[config.mk]
export PLATFORM = sky130hd
export DESIGN_NAME = gpuSetupUnit
export DESIGN_NICKNAME = d
export VERILOG_FILES = /design/src/gpuGeomPkg.sv /design/src/gpuCtrlPkg.sv /design/src/triSetup.sv /design/src/edgeTester.sv /design/src/lineStepper.sv /design/src/gpuSetupUnit.sv
export VERILOG_INCLUDE_DIRS = /design/src
export SDC_FILE = /design/constraint.sdc
export NUM_CORES = 2
export LEC_CHECK = 0
export BUFFER_PORTS_ARGS = -buffer_cell sky130_fd_sc_hd__buf_2
export CORE_MARGIN = 5
export CORE_UTILIZATION = 45
export DETAILED_ROUTE_END_ITERATION = 7
export GPL_ROUTABILITY_DRIVEN = 0
export PLACE_DENSITY = 0.69
export REMOVE_ABC_BUFFERS = 1
export SLEW_MARGIN = 40
export SYNTH_ARGS = -nofsm -noshare
export SYNTH_HDL_FRONTEND = slang
export SYNTH_SLANG_ARGS = --single-unit
[constraint.sdc]
create_clock -name i_clk -period 9.7 [get_ports i_clk]
set_clock_uncertainty 0.05 [all_clocks]
set_input_delay 0.97 -clock i_clk [delete_from_list [all_inputs] [get_ports i_clk]]
set_output_delay 0.97 -clock i_clk [all_outputs]
set_load 0.005 [all_outputs]
[src/gpuSetup_defs.svh]
// --------------------
// GPU setup unit widths and limits
// Shared by the geometry package and the RTL blocks
// --------------------
`ifndef GPU_SETUP_DEFS_SVH
`define GPU_SETUP_DEFS_SVH

// Vertex and pixel coordinate, signed
`define GPU_COORD_W     12

// Drawing area register, unsigned
`define GPU_DA_W        10

// Vertex difference before narrowing
`define GPU_DELTA_W     13

// Edge function value, 12x12 signed product
`define GPU_EQU_W       23

// Bresenham error term
`define GPU_LINE_D_W    14

// Largest vertex spans the hardware accepts
`define GPU_MAX_SPAN_X  1023
`define GPU_MAX_SPAN_Y  511

`endif

[src/gpuGeomPkg.sv]
// --------------------
// Geometry types
// Coordinates, draw area, deltas and edge values
// --------------------
`default_nettype none

`include "gpuSetup_defs.svh"

package gpuGeomPkg;

	// Screen space vertex or pixel position
	typedef logic signed [`GPU_COORD_W-1:0] coord_t;

	// Draw area bound as held in the GPU register
	typedef logic [`GPU_DA_W-1:0] drawArea_t;

	// Vertex difference, one bit wider than a coordinate
	typedef logic signed [`GPU_DELTA_W-1:0] delta_t;

	// Edge function result
	typedef logic signed [`GPU_EQU_W-1:0] equ_t;

	// Line error accumulator
	typedef logic signed [`GPU_LINE_D_W-1:0] lineErr_t;

endpackage

`default_nettype wire

[src/gpuCtrlPkg.sv]
// --------------------
// Control types
// Line stepper states and pixel pair result flags
// --------------------
`default_nettype none

package gpuCtrlPkg;

	// Line walker FSM
	typedef enum logic [1:0] {
		LINE_IDLE = 2'd0, // No line in progress
		LINE_RUN  = 2'd1, // Walking, end not reached yet
		LINE_LAST = 2'd2  // Sitting on V1, one step left
	} lineState_t;

	// Pixel pair verdict, bit 0 even pixel, bit 1 odd pixel
	typedef logic [1:0] pixResult_t;

endpackage

`default_nettype wire

[src/triSetup.sv]
// --------------------
// Triangle setup
// Bounding box, draw area clip, early reject and edge coefficients
// --------------------
`timescale 1ns/1ps
`default_nettype none

`include "gpuSetup_defs.svh"

module triSetup (
	input  wire                    i_clk,
	input  wire                    i_arstN,
	input  wire                    i_load,
	input  gpuGeomPkg::coord_t     i_x0,
	input  gpuGeomPkg::coord_t     i_y0,
	input  gpuGeomPkg::coord_t     i_x1,
	input  gpuGeomPkg::coord_t     i_y1,
	input  gpuGeomPkg::coord_t     i_x2,
	input  gpuGeomPkg::coord_t     i_y2,
	input  gpuGeomPkg::drawArea_t  i_daX0,
	input  gpuGeomPkg::drawArea_t  i_daY0,
	input  gpuGeomPkg::drawArea_t  i_daX1,
	input  gpuGeomPkg::drawArea_t  i_daY1,
	output logic                   o_valid,
	output gpuGeomPkg::coord_t     o_vx0,
	output gpuGeomPkg::coord_t     o_vy0,
	output gpuGeomPkg::coord_t     o_vx1,
	output gpuGeomPkg::coord_t     o_vy1,
	output gpuGeomPkg::coord_t     o_vx2,
	output gpuGeomPkg::coord_t     o_vy2,
	output gpuGeomPkg::coord_t     o_coefA0,
	output gpuGeomPkg::coord_t     o_coefB0,
	output gpuGeomPkg::coord_t     o_coefA1,
	output gpuGeomPkg::coord_t     o_coefB1,
	output gpuGeomPkg::coord_t     o_coefA2,
	output gpuGeomPkg::coord_t     o_coefB2,
	output logic                   o_bias0,
	output logic                   o_bias1,
	output logic                   o_bias2,
	output gpuGeomPkg::coord_t     o_minX,
	output gpuGeomPkg::coord_t     o_maxX,
	output gpuGeomPkg::coord_t     o_minY,
	output gpuGeomPkg::coord_t     o_maxY,
	output logic                   o_earlyReject
);

	// Top-left rule, A negative or A zero with B negative
	function automatic logic isTopLeft(gpuGeomPkg::coord_t a, gpuGeomPkg::coord_t b);
		return a[`GPU_COORD_W-1] | ((a == '0) & b[`GPU_COORD_W-1]);
	endfunction

	gpuGeomPkg::drawArea_t daX0R;
	gpuGeomPkg::drawArea_t daY0R;
	gpuGeomPkg::drawArea_t daX1R;
	gpuGeomPkg::drawArea_t daY1R;

	// --------------------
	// Primitive capture
	// --------------------
	always_ff @(posedge i_clk or negedge i_arstN) begin
		if (!i_arstN)
			o_valid <= 1'b0;
		else if (i_load)
			o_valid <= 1'b1; // Stays up, values held until next load
	end

	always_ff @(posedge i_clk) begin
		if (i_load) begin
			o_vx0 <= i_x0;
			o_vy0 <= i_y0;
			o_vx1 <= i_x1;
			o_vy1 <= i_y1;
			o_vx2 <= i_x2;
			o_vy2 <= i_y2;
			daX0R <= i_daX0;
			daY0R <= i_daY0;
			daX1R <= i_daX1;
			daY1R <= i_daY1;
		end
	end

	// Draw area as signed coordinates, zero extended
	gpuGeomPkg::coord_t daX0;
	gpuGeomPkg::coord_t daY0;
	gpuGeomPkg::coord_t daX1;
	gpuGeomPkg::coord_t daY1;
	assign daX0 = gpuGeomPkg::coord_t'(daX0R);
	assign daY0 = gpuGeomPkg::coord_t'(daY0R);
	assign daX1 = gpuGeomPkg::coord_t'(daX1R);
	assign daY1 = gpuGeomPkg::coord_t'(daY1R);

	// --------------------
	// Bounding box
	// --------------------
	gpuGeomPkg::coord_t minX01;
	gpuGeomPkg::coord_t maxX01;
	gpuGeomPkg::coord_t minY01;
	gpuGeomPkg::coord_t maxY01;
	gpuGeomPkg::coord_t minXTri;
	gpuGeomPkg::coord_t maxXTri;
	gpuGeomPkg::coord_t minYTri;
	gpuGeomPkg::coord_t maxYTri;

	assign minX01  = (o_vx1 < o_vx0) ? o_vx1 : o_vx0;
	assign maxX01  = (o_vx1 > o_vx0) ? o_vx1 : o_vx0;
	assign minY01  = (o_vy1 < o_vy0) ? o_vy1 : o_vy0;
	assign maxY01  = (o_vy1 > o_vy0) ? o_vy1 : o_vy0;
	assign minXTri = (o_vx2 < minX01) ? o_vx2 : minX01;
	assign maxXTri = (o_vx2 > maxX01) ? o_vx2 : maxX01;
	assign minYTri = (o_vy2 < minY01) ? o_vy2 : minY01;
	assign maxYTri = (o_vy2 > maxY01) ? o_vy2 : maxY01;

	// Intersection with draw area, bounds inclusive
	assign o_minX = (minXTri < daX0) ? daX0 : minXTri;
	assign o_maxX = (maxXTri > daX1) ? daX1 : maxXTri;
	assign o_minY = (minYTri < daY0) ? daY0 : minYTri;
	assign o_maxY = (maxYTri > daY1) ? daY1 : maxYTri;

	// --------------------
	// Deltas and reject
	// --------------------
	gpuGeomPkg::delta_t dX10;
	gpuGeomPkg::delta_t dY10;
	gpuGeomPkg::delta_t dX20;
	gpuGeomPkg::delta_t dY20;
	gpuGeomPkg::delta_t dX21;
	gpuGeomPkg::delta_t dY12;

	assign dX10 = o_vx1 - o_vx0;
	assign dY10 = o_vy1 - o_vy0;
	assign dX20 = o_vx2 - o_vx0;
	assign dY20 = o_vy2 - o_vy0;
	assign dX21 = o_vx2 - o_vx1;
	assign dY12 = o_vy1 - o_vy2;

	logic rejectSize;
	logic rejectArea;

	assign rejectSize = (dX10 > `GPU_MAX_SPAN_X) | (dX10 < -`GPU_MAX_SPAN_X)
		| (dX20 > `GPU_MAX_SPAN_X) | (dX20 < -`GPU_MAX_SPAN_X)
		| (dY10 > `GPU_MAX_SPAN_Y) | (dY10 < -`GPU_MAX_SPAN_Y)
		| (dY20 > `GPU_MAX_SPAN_Y) | (dY20 < -`GPU_MAX_SPAN_Y);

	// Left, above, right, below; X1 and Y1 are the last drawable pixels
	assign rejectArea = (maxXTri < daX0) | (maxYTri < daY0)
		| (minXTri > daX1) | (minYTri > daY1);

	assign o_earlyReject = rejectSize | rejectArea;

	// --------------------
	// Edge coefficients
	// --------------------
	// A is the Y difference (multiplies pixel X distance), B the X difference
	assign o_coefA0 = gpuGeomPkg::coord_t'(dY12);  // V1 to V2
	assign o_coefB0 = gpuGeomPkg::coord_t'(dX21);
	assign o_coefA1 = gpuGeomPkg::coord_t'(dY20);  // V2 to V0
	assign o_coefB1 = gpuGeomPkg::coord_t'(-dX20);
	assign o_coefA2 = gpuGeomPkg::coord_t'(-dY10); // V0 to V1
	assign o_coefB2 = gpuGeomPkg::coord_t'(dX10);

	assign o_bias0 = isTopLeft(o_coefA0, o_coefB0);
	assign o_bias1 = isTopLeft(o_coefA1, o_coefB1);
	assign o_bias2 = isTopLeft(o_coefA2, o_coefB2);

endmodule

`default_nettype wire

[src/edgeTester.sv]
// --------------------
// Pixel pair edge test
// Evaluates three edge functions for an even/odd pair, one register stage
// --------------------
`timescale 1ns/1ps
`default_nettype none

`include "gpuSetup_defs.svh"

module edgeTester (
	input  wire                  i_clk,
	input  wire                  i_arstN,
	input  wire                  i_valid,
	input  gpuGeomPkg::coord_t   i_pixX,
	input  gpuGeomPkg::coord_t   i_pixY,
	input  gpuGeomPkg::coord_t   i_vx0,
	input  gpuGeomPkg::coord_t   i_vy0,
	input  gpuGeomPkg::coord_t   i_vx1,
	input  gpuGeomPkg::coord_t   i_vy1,
	input  gpuGeomPkg::coord_t   i_vx2,
	input  gpuGeomPkg::coord_t   i_vy2,
	input  gpuGeomPkg::coord_t   i_coefA0,
	input  gpuGeomPkg::coord_t   i_coefB0,
	input  gpuGeomPkg::coord_t   i_coefA1,
	input  gpuGeomPkg::coord_t   i_coefB1,
	input  gpuGeomPkg::coord_t   i_coefA2,
	input  gpuGeomPkg::coord_t   i_coefB2,
	input  wire                  i_bias0,
	input  wire                  i_bias1,
	input  wire                  i_bias2,
	input  gpuGeomPkg::coord_t   i_minX,
	input  gpuGeomPkg::coord_t   i_maxX,
	input  gpuGeomPkg::coord_t   i_minY,
	input  gpuGeomPkg::coord_t   i_maxY,
	output logic                 o_valid,
	output logic                 o_validL,
	output logic                 o_validR
);

	localparam int MSB = `GPU_EQU_W - 1;

	// Even and odd pixel of the pair
	gpuGeomPkg::coord_t lx;
	gpuGeomPkg::coord_t rx;
	assign lx = {i_pixX[`GPU_COORD_W-1:1], 1'b0};
	assign rx = {i_pixX[`GPU_COORD_W-1:1], 1'b1};

	// Per edge view: start vertex, coefficients, bias
	gpuGeomPkg::coord_t startX [3];
	gpuGeomPkg::coord_t startY [3];
	gpuGeomPkg::coord_t coefA  [3];
	gpuGeomPkg::coord_t coefB  [3];
	gpuGeomPkg::equ_t   biasV  [3];

	assign startX[0] = i_vx1; // Edge V1 to V2
	assign startY[0] = i_vy1;
	assign startX[1] = i_vx2; // Edge V2 to V0
	assign startY[1] = i_vy2;
	assign startX[2] = i_vx0; // Edge V0 to V1
	assign startY[2] = i_vy0;

	assign coefA[0] = i_coefA0;
	assign coefB[0] = i_coefB0;
	assign coefA[1] = i_coefA1;
	assign coefB[1] = i_coefB1;
	assign coefA[2] = i_coefA2;
	assign coefB[2] = i_coefB2;

	// -1 on top-left edges
	assign biasV[0] = {`GPU_EQU_W{i_bias0}};
	assign biasV[1] = {`GPU_EQU_W{i_bias1}};
	assign biasV[2] = {`GPU_EQU_W{i_bias2}};

	// --------------------
	// Edge functions
	// --------------------
	gpuGeomPkg::equ_t wL [3];
	gpuGeomPkg::equ_t wR [3];
	logic [2:0] negL;
	logic [2:0] negR;

	for (genvar e = 0; e < 3; e++) begin : gEdge
		gpuGeomPkg::delta_t dX;
		gpuGeomPkg::delta_t dY;

		assign dX    = lx - startX[e];     // Distance from edge start
		assign dY    = i_pixY - startY[e];
		assign wL[e] = coefA[e] * dX + coefB[e] * dY + biasV[e];
		assign wR[e] = wL[e] + coefA[e];   // One pixel right
		assign negL[e] = wL[e][MSB];
		assign negR[e] = wR[e][MSB];
	end

	// Either orientation: all non-negative or all negative
	logic insideTriL;
	logic insideTriR;
	assign insideTriL = (negL == 3'b000) | (negL == 3'b111);
	assign insideTriR = (negR == 3'b000) | (negR == 3'b111);

	// Clipped box, inclusive on all sides
	logic inBoxY;
	logic inBoxL;
	logic inBoxR;
	assign inBoxY = (i_pixY >= i_minY) & (i_pixY <= i_maxY);
	assign inBoxL = inBoxY & (lx >= i_minX) & (lx <= i_maxX);
	assign inBoxR = inBoxY & (rx >= i_minX) & (rx <= i_maxX);

	gpuCtrlPkg::pixResult_t resNext;
	gpuCtrlPkg::pixResult_t resR;
	assign resNext = {insideTriR & inBoxR, insideTriL & inBoxL};

	// --------------------
	// Output stage
	// --------------------
	always_ff @(posedge i_clk or negedge i_arstN) begin
		if (!i_arstN)
			o_valid <= 1'b0;
		else
			o_valid <= i_valid; // Back to back queries allowed
	end

	always_ff @(posedge i_clk) begin
		resR <= resNext;
	end

	assign o_validL = resR[0];
	assign o_validR = resR[1];

endmodule

`default_nettype wire

[src/lineStepper.sv]
// --------------------
// Line walker
// Bresenham error term stepping from V0 until V1, with step enable
// --------------------
`timescale 1ns/1ps
`default_nettype none

module lineStepper (
	input  wire                 i_clk,
	input  wire                 i_arstN,
	input  wire                 i_start,
	input  wire                 i_step,
	input  gpuGeomPkg::coord_t  i_x0,
	input  gpuGeomPkg::coord_t  i_y0,
	input  gpuGeomPkg::coord_t  i_x1,
	input  gpuGeomPkg::coord_t  i_y1,
	output gpuGeomPkg::coord_t  o_x,
	output gpuGeomPkg::coord_t  o_y,
	output logic                o_busy,
	output logic                o_last
);

	// --------------------
	// Start setup
	// --------------------
	gpuGeomPkg::lineErr_t dx;
	gpuGeomPkg::lineErr_t dy;
	gpuGeomPkg::lineErr_t adx;
	gpuGeomPkg::lineErr_t ady;
	logic                 swapIn;

	assign dx     = i_x1 - i_x0;
	assign dy     = i_y1 - i_y0;
	assign adx    = dx[$bits(dx)-1] ? -dx : dx;
	assign ady    = dy[$bits(dy)-1] ? -dy : dy;
	assign swapIn = ady > adx; // Y is the major axis

	gpuCtrlPkg::lineState_t state;
	gpuGeomPkg::lineErr_t   majorR;
	gpuGeomPkg::lineErr_t   minorR;
	gpuGeomPkg::lineErr_t   errR;
	gpuGeomPkg::coord_t     x1R;
	gpuGeomPkg::coord_t     y1R;
	logic                   swapR;
	logic                   negXR;
	logic                   negYR;

	// --------------------
	// Step logic
	// --------------------
	logic                 change;
	logic                 moveX;
	logic                 moveY;
	gpuGeomPkg::lineErr_t errNext;
	gpuGeomPkg::coord_t   incX;
	gpuGeomPkg::coord_t   incY;
	gpuGeomPkg::coord_t   nextX;
	gpuGeomPkg::coord_t   nextY;

	assign change  = errR > majorR;    // Minor axis moves too
	assign errNext = errR + (minorR <<< 1)
		- (change ? (majorR <<< 1) : gpuGeomPkg::lineErr_t'(0));
	assign moveX   = !swapR | change;
	assign moveY   = swapR | change;
	assign incX    = !moveX ? gpuGeomPkg::coord_t'(0)
		: (negXR ? gpuGeomPkg::coord_t'(-1) : gpuGeomPkg::coord_t'(1));
	assign incY    = !moveY ? gpuGeomPkg::coord_t'(0)
		: (negYR ? gpuGeomPkg::coord_t'(-1) : gpuGeomPkg::coord_t'(1));
	assign nextX   = o_x + incX;
	assign nextY   = o_y + incY;

	always_ff @(posedge i_clk or negedge i_arstN) begin
		if (!i_arstN)
			state <= gpuCtrlPkg::LINE_IDLE;
		else if (i_start)
			state <= ((i_x0 == i_x1) && (i_y0 == i_y1)) ? gpuCtrlPkg::LINE_LAST
				: gpuCtrlPkg::LINE_RUN; // Single point line starts on its end
		else if (i_step) begin
			case (state)
				gpuCtrlPkg::LINE_RUN:
					if ((nextX == x1R) && (nextY == y1R))
						state <= gpuCtrlPkg::LINE_LAST;
				gpuCtrlPkg::LINE_LAST: state <= gpuCtrlPkg::LINE_IDLE; // Final step
				default:               state <= gpuCtrlPkg::LINE_IDLE;
			endcase
		end
	end

	always_ff @(posedge i_clk) begin
		if (i_start) begin
			o_x    <= i_x0;
			o_y    <= i_y0;
			x1R    <= i_x1;
			y1R    <= i_y1;
			swapR  <= swapIn;
			negXR  <= dx[$bits(dx)-1];
			negYR  <= dy[$bits(dy)-1];
			majorR <= swapIn ? ady : adx;
			minorR <= swapIn ? adx : ady;
			errR   <= ((swapIn ? adx : ady) <<< 1) + gpuGeomPkg::lineErr_t'(!swapIn);
		end else if (i_step && (state == gpuCtrlPkg::LINE_RUN)) begin
			o_x  <= nextX; // Held while step is low
			o_y  <= nextY;
			errR <= errNext;
		end
	end

	assign o_busy = state != gpuCtrlPkg::LINE_IDLE;
	assign o_last = state == gpuCtrlPkg::LINE_LAST;

endmodule

`default_nettype wire

[src/gpuSetupUnit.sv]
// --------------------
// GPU setup unit top
// Triangle setup, pixel pair test and line walker
// --------------------
`timescale 1ns/1ps
`default_nettype none

module gpuSetupUnit (
	input  wire                    i_clk,
	input  wire                    i_arstN,
	input  gpuGeomPkg::coord_t     i_x0,
	input  gpuGeomPkg::coord_t     i_y0,
	input  gpuGeomPkg::coord_t     i_x1,
	input  gpuGeomPkg::coord_t     i_y1,
	input  gpuGeomPkg::coord_t     i_x2,
	input  gpuGeomPkg::coord_t     i_y2,
	input  gpuGeomPkg::drawArea_t  i_daX0,
	input  gpuGeomPkg::drawArea_t  i_daY0,
	input  gpuGeomPkg::drawArea_t  i_daX1,
	input  gpuGeomPkg::drawArea_t  i_daY1,
	input  wire                    i_loadPrim,
	input  wire                    i_pixValid,
	input  gpuGeomPkg::coord_t     i_pixX,
	input  gpuGeomPkg::coord_t     i_pixY,
	input  wire                    i_lineStart,
	input  wire                    i_lineStep,
	output logic                   o_setupValid,
	output logic                   o_earlyReject,
	output gpuGeomPkg::coord_t     o_minX,
	output gpuGeomPkg::coord_t     o_maxX,
	output gpuGeomPkg::coord_t     o_minY,
	output gpuGeomPkg::coord_t     o_maxY,
	output logic                   o_pixValid,
	output logic                   o_validL,
	output logic                   o_validR,
	output gpuGeomPkg::coord_t     o_lineX,
	output gpuGeomPkg::coord_t     o_lineY,
	output logic                   o_lineBusy,
	output logic                   o_lineLast
);

	// Registered vertices
	gpuGeomPkg::coord_t vx0;
	gpuGeomPkg::coord_t vy0;
	gpuGeomPkg::coord_t vx1;
	gpuGeomPkg::coord_t vy1;
	gpuGeomPkg::coord_t vx2;
	gpuGeomPkg::coord_t vy2;
	// Edge coefficients
	gpuGeomPkg::coord_t coefA0;
	gpuGeomPkg::coord_t coefB0;
	gpuGeomPkg::coord_t coefA1;
	gpuGeomPkg::coord_t coefB1;
	gpuGeomPkg::coord_t coefA2;
	gpuGeomPkg::coord_t coefB2;
	logic               bias0;
	logic               bias1;
	logic               bias2;

	// --------------------
	// Setup
	// --------------------
	triSetup u_triSetup (
		.i_clk(i_clk), .i_arstN(i_arstN), .i_load(i_loadPrim),
		.i_x0(i_x0), .i_y0(i_y0), .i_x1(i_x1), .i_y1(i_y1), .i_x2(i_x2), .i_y2(i_y2),
		.i_daX0(i_daX0), .i_daY0(i_daY0), .i_daX1(i_daX1), .i_daY1(i_daY1),
		.o_valid(o_setupValid),
		.o_vx0(vx0), .o_vy0(vy0), .o_vx1(vx1), .o_vy1(vy1), .o_vx2(vx2), .o_vy2(vy2),
		.o_coefA0(coefA0), .o_coefB0(coefB0),
		.o_coefA1(coefA1), .o_coefB1(coefB1),
		.o_coefA2(coefA2), .o_coefB2(coefB2),
		.o_bias0(bias0), .o_bias1(bias1), .o_bias2(bias2),
		.o_minX(o_minX), .o_maxX(o_maxX), .o_minY(o_minY), .o_maxY(o_maxY),
		.o_earlyReject(o_earlyReject)
	);

	// --------------------
	// Pixel pair test
	// --------------------
	edgeTester u_edgeTester (
		.i_clk(i_clk), .i_arstN(i_arstN),
		.i_valid(i_pixValid), .i_pixX(i_pixX), .i_pixY(i_pixY),
		.i_vx0(vx0), .i_vy0(vy0), .i_vx1(vx1), .i_vy1(vy1), .i_vx2(vx2), .i_vy2(vy2),
		.i_coefA0(coefA0), .i_coefB0(coefB0),
		.i_coefA1(coefA1), .i_coefB1(coefB1),
		.i_coefA2(coefA2), .i_coefB2(coefB2),
		.i_bias0(bias0), .i_bias1(bias1), .i_bias2(bias2),
		.i_minX(o_minX), .i_maxX(o_maxX), .i_minY(o_minY), .i_maxY(o_maxY),
		.o_valid(o_pixValid), .o_validL(o_validL), .o_validR(o_validR)
	);

	// Line endpoints come straight from the vertex inputs
	lineStepper u_lineStepper (
		.i_clk(i_clk), .i_arstN(i_arstN),
		.i_start(i_lineStart), .i_step(i_lineStep),
		.i_x0(i_x0), .i_y0(i_y0), .i_x1(i_x1), .i_y1(i_y1),
		.o_x(o_lineX), .o_y(o_lineY),
		.o_busy(o_lineBusy), .o_last(o_lineLast)
	);

endmodule

`default_nettype wire

Word level (Yosys, flattened, before mapping)

Index checks and enable logic that the tools add are counted.

Magnitude comparators: 32
Multiply operators: 6
Reduce and logical (&&, ||, !) cells: 14
Bitwise logic cells: 28
Mux-type cells: 32
Equality and inequality tests: 9
Add/sub/neg operators: 32

Operator list:

| operator             | count |
|---|---|
| $mux 12              | 20 |
| $sub 12x12->13       | 12 |
| $mul 12x13->23       | 6 |
| $mux 14              | 6 |
| $add 23x1->23        | 3 |
| $add 23x12->23       | 3 |
| $add 23x23->23       | 3 |
| $eq 12x12->1         | 4 |
| $gt 12x11->1         | 4 |
| $gt 12x12->1         | 4 |
| $lt 12x11->1         | 4 |
| $lt 12x12->1         | 4 |
| $ge 12x12->1         | 3 |
| $le 12x12->1         | 3 |
| $logic_not 12->1     | 3 |
| $gt 14x14->1         | 2 |
| $neg 14->14          | 2 |
| $gt 13x10->1 const B | 2 |
| $gt 13x11->1 const B | 2 |
| $lt 13x10->1 const B | 2 |
| $lt 13x11->1 const B | 2 |
| $add 12x12->12       | 2 |
| $neg 12->12          | 2 |
| $sub 12x12->12       | 2 |
| other kinds (16)     | 53 |

Word-level logic and storage cells: 177
Register bits: 210
Input port bits: 142

Depth between registers and ports, before layout

Depth after elaboration: 11
Mapped depth: 46
Depth with buffers taken out: 46

By module

A second synthesis with hierarchy kept.

Cell total of the unflattened synthesis: 6993
Area total of the unflattened synthesis: 61524.0 um^2

By module, submodules not included:

| module      | cells an instance | area each (um^2) | sequential area each (um^2) | times used |
|---|---|---|---|---|
| edgeTester  | 4594              | 40327.4          | 65.1                        | 1 |
| triSetup    | 1396              | 12290.5          | 3388.2                      | 1 |
| lineStepper | 1003              | 8906.0           | 2812.7                      | 1 |

Worst setup path before layout

Ideal clock, no wire load.

Path kind: input port to flip-flop
From: input i_pixX[1]
To: register u_edgeTester.resR[1]
Setup slack: -0.619 ns
Stages: 40
Arrival: 10.166 ns
Path buffers: 1
Required time: 9.547 ns
Library setup time: 0.103 ns
Cell sequence: fa_1 > a21o_1 > a21oi_1 > o21ai_1 > and3_1 > a2111oi_0 > nand2b_1 > a31oi_1 > clkbuf_1 > or2_2 > fa_1 > inv_1 > fa_1 > inv_1 > fa_1 > inv_1 > fa_1 > fa_1 > [... 4 more ...] > ha_1 > o21a_1 > o21ai_0 > a41oi_1 > o21a_1 > nor2_1 > xnor2_1 > ha_1 > a21o_1 > a21oi_1 > nor2b_1 > o21ai_0 > o211ai_1 > a31oi_1 > xnor2_1 > xnor2_1 > or3_1 > a2111oi_2

Longest elaborated chain between the ends: 8
Elaborated cells between the ends (all ways): 23
Classes of those cells: 12 x add/sub; 3 x mul; 2 x order compare; 1 x eq/ne; 4 x bitwise; 1 x reduce/logical

Ends and longest elaborated chain:

| what                                          | RTL line           | RTL |
|---|---|---|
| start, declared                               | gpuSetupUnit.sv:23 | `input gpuGeomPkg::coord_t i_pixX,` |
| $sub 12x12->13                                | edgeTester.sv:86   | `assign dX = lx - startX[e];` |
| $mul 12x13->23                                | edgeTester.sv:88   | `assign wL[e] = coefA[e] * dX + coefB[e] * dY + biasV[e];` |
| $add 23x23->23                                | edgeTester.sv:88   |  |
| $add 23x1->23                                 | edgeTester.sv:88   |  |
| $add 23x12->23                                | edgeTester.sv:89   | `assign wR[e] = wL[e] + coefA[e];` |
| $eq 3x3->1 or $logic_not 3->1 (tied branches) | edgeTester.sv:98   | `assign insideTriR = (negR == 3'b000) \| (negR == 3'b111);` |
| $or 1x1->1                                    | edgeTester.sv:98   |  |
| $and 1x1->1 *                                 | edgeTester.sv:110  | `assign resNext = {insideTriR & inBoxR, insideTriL & inBoxL};` |
| net u_edgeTester.resNext[1]                   | edgeTester.sv:108  | `gpuCtrlPkg::pixResult_t resNext;` |
| end signal, assigned                          | edgeTester.sv:123  | `resR <= resNext;` |
| end, declared                                 | edgeTester.sv:109  | `gpuCtrlPkg::pixResult_t resR;` |

Mark *: on every way through the listed nets, which the timed path passes. The rest lies on a longest branch.
A chain may end at the register's enable or synchronous reset.

Worst setup path after layout

From: register u_triSetup.o_vy1[0]
To: register u_edgeTester.resR[1]

Longest elaborated chain between the ends: 11
Elaborated cells between the ends (all ways): 40
Classes of those cells: 10 x add/sub; 3 x mul; 8 x order compare; 1 x eq/ne; 6 x mux; 9 x bitwise; 3 x reduce/logical

Ends and longest elaborated chain:

| what                                                    | RTL line          | RTL |
|---|---|---|
| start, declared                                         | triSetup.sv:28    | `output gpuGeomPkg::coord_t o_vy1,` |
| start signal, assigned                                  | triSetup.sv:72    | `o_vy1 <= i_y1;` |
| branches (longest 10 deep; another with $mul 12x13->23) | -                 |  |
| $and 1x1->1 *                                           | edgeTester.sv:110 |  |
| net u_edgeTester.resNext[1]                             | edgeTester.sv:108 |  |

Mark *: on every way through the listed nets, which the timed path passes.

==> flow_summary.ini <==
[finish]
drive_gt1_frac = 0.2003
regArea_um2 = 6266
area_growth_pct = 21.50
n_fill_cell = 11710
reg.largest.list = u_lineStepper.errR: 14 flops, u_lineStepper.majorR: 14 flops, u_lineStepper.minorR: 13 flops
multiInputGateArea_um2 = 47760
num-nets-final = 9614

[global_route]
track_usage = 0.2748
grt_pass1_wl_um = 299900
grt_antenna_before_repair = 21
grt_overflow = 0
grt_pass1_vias = 53480
grt_max_degree = 78

[clock_network]
clock_latency_ns = 0.60
numCtsBuffers = 23
root_buffer = clkbuf_16
cts_tree = built
htree_levels = 1
clockBufferDepth = 3
clkTransAtPathRegs_ns = 0.08
cts_sinks = 210
ctsHoldBuffers = 0

[placed_design]
io_buffer_count = 219
dp_hpwl_um = 172500
preCtsSetupSlack_ns = -1.479

[timing]
slew_headroom = 0.3923
fin_crit_sh = 1.078
setup_slack_ns = -0.7602
finalMaxSlewViolations = 0
hold_violations = 0
max_freq_ghz = 0.09560
rsz0062_at_grt = true
tightest_slew_ns = 0.9085
final.min_clock_period_ns = 10.46
finalSetupViolCount = 2

[floorplan]
die_x_um = 372.9
io_pins = 221
start_util = 0.4520
num_rows = 133
die_h_um = 372.9
die-area_um2 = 139100
core_um2 = 131100

[detailed_routing]
drt-wirelength-per-cell_um = 20.34
routed_wl_um = 193600
drt-pass1-iter-count = 6
via_per_inst = 5.344
vias = 50860
ant_nets = 0
drc = 0
drt_iter0_markers = 4128

[synth]
synth_flop_cell = edfxtp_1
seq_area_frac_synth = 0.1057
yosys_warnings = 0
synth.avg_cell_area_um2 = 9.058
async_flop_share = 0.01905
syn-cell-area_um2 = 59270
synth-seq-cells = 210
synth_cell_type_count = 94
netlist_instances = 6543
synth_edf_count = 204

[setup_path]
worstPathArrival_ns = 10.90
cp_max_fo = 4
slowest_delay_ns = 0.56
end_kind = flip-flop
slowest_stage = fa_1
path_class = flip-flop to flip-flop
cp.required_ns = 10.14
start_kind = flip-flop

[status]
outcome = finished, violations left
violations = setup timing

[worst_hold_path]
hp-class = input pin to async pin

[run]
drv_cap = 0
-- worst paths after layout --
check                                                    start                                  to  slack (ns)  cells after the start
worst max-delay path             u_triSetup.o_vy1[0]$_DFFE_PP_        u_edgeTester.resR[1]$_DFF_P_       -0.76                     43
worst min-delay path                                   i_arstN  u_lineStepper.state[0]$_DFFE_PN0P_        0.11                      1
worst max register to register   u_triSetup.o_vy1[0]$_DFFE_PP_        u_edgeTester.resR[1]$_DFF_P_       -0.76                     43
worst min register to register  u_triSetup.o_valid$_DFFE_PN0P_      u_triSetup.o_valid$_DFFE_PN0P_        0.43                      1
max in group asynchronous                              i_arstN      u_triSetup.o_valid$_DFFE_PN0P_        9.36                      1
min in group i_clk                                  i_pixValid      u_edgeTester.o_valid$_DFF_PN0_        0.42                      1
-- worst max-delay path: cells and delay by family, from the launching register on --
family	cells	cell delay, ns
flops	1	0.39
compound gates	13	2.69
xor+xnor	5	0.80
simple gates	4	0.98
fa+ha+maj	11	4.59
buf+inv	10	0.85
-- cell usage in the layout, fill, tap and decap left out, types with 143 or more instances in the layout --
cell      synthesis  layout
a21oi_1         234     225
buf_2             0     217
buf_4             0    1072
edfxtp_1        204     204
fa_1           1005    1003
ha_1            730     728
inv_1          1367    1362
nand2_1         701     700
nor2_1          388     385
o21ai_0         151     143
xnor2_1         282     267
-- final cells by class --
type	count	share of cell area
clock buffer	28	0.008253
clock inverter	12	0.001355
multi-input combinational	4801	0.6632
tap	1755	0.03049
timing repair buffer	1332	0.1380
antenna	10	0.0003475
inverter	1369	0.07136
sequential	210	0.08701
-- Yosys cell counts, drive strengths merged (25+ instances only) --
library cell | count | area (µm²)
and2 | 129 | 807.0
nand4 | 59 | 369.1
nor2b | 129 | 807.0
nor3 | 80 | 405.4
a21oi | 235 | 1180
edfxtp | 204 | 6126
or2 | 33 | 206.5
fa | 1005 | 20120
nor2 | 389 | 1463
nand3 | 70 | 350.3
nand2 | 701 | 2631
clkbuf | 162 | 608.1
xor2 | 92 | 820.8
nand2b | 107 | 669.4
o21bai | 33 | 247.7
o21a | 62 | 465.5
nor4 | 25 | 156.4
ha | 730 | 9134
mux2i | 65 | 650.6
a31oi | 28 | 175.2
a21o | 71 | 533.0
xnor2 | 284 | 2514
inv | 1369 | 5139
mux2 | 49 | 551.8
o21ai | 165 | 825.8
-- cell families after synthesis --
| group | share of synthesized area |
|---|---|
| compound gates | 0.08328 |
| xor+xnor | 0.05744 |
| fa+ha+maj | 0.4936 |
| buf+inv | 0.09709 |
| flops | 0.1057 |
| mux | 0.02029 |
| other cells | 0.0001267 |
| simple gates | 0.1425 |
-- metal layers --
| metal | GRT usage | vias up | part of all wire |
|---|---|---|---|
| li1 | - | 23130 | - |
| met1 | 0.3567 | 25080 | 0.40 |
| met2 | 0.4475 | 2153 | 0.45 |
| met3 | 0.05137 | 493 | 0.089 |
| met4 | 0.1267 | 6 | 0.059 |
| met5 | 0 | - | 0.00020 |
-- timing repair --
action | in CTS | in global routing
endpoints found under the setup margin | 2 | 7
gates cloned | 0 | 0
gates resized for setup | 50 | 40
setup buffers | 11 | 5
pin swaps | 30 | 19
-- stage by stage --
stage	std cells	instance area (µm²)	setup TNS, ns	utilization	hold WS (ns)
3_3_place_gp	9450	70680	-2.328	0.5390	0.4015
3_5_place_dp	9451	70720	-2.575	0.5393	0.4072
5_1_grt	9507	71990	-1.559	0.5490	0.09281
6_report	9517	72010	-0.8562	0.5492	0.1094
2_1_floorplan	6380	58660	-0.7996	-	0.4149
4_1_cts	9502	71740	-0.6880	0.5471	0.07748
Power is not shown: default switching activity piles up to over one toggle a cycle in this logic, so the estimate is an artifact.
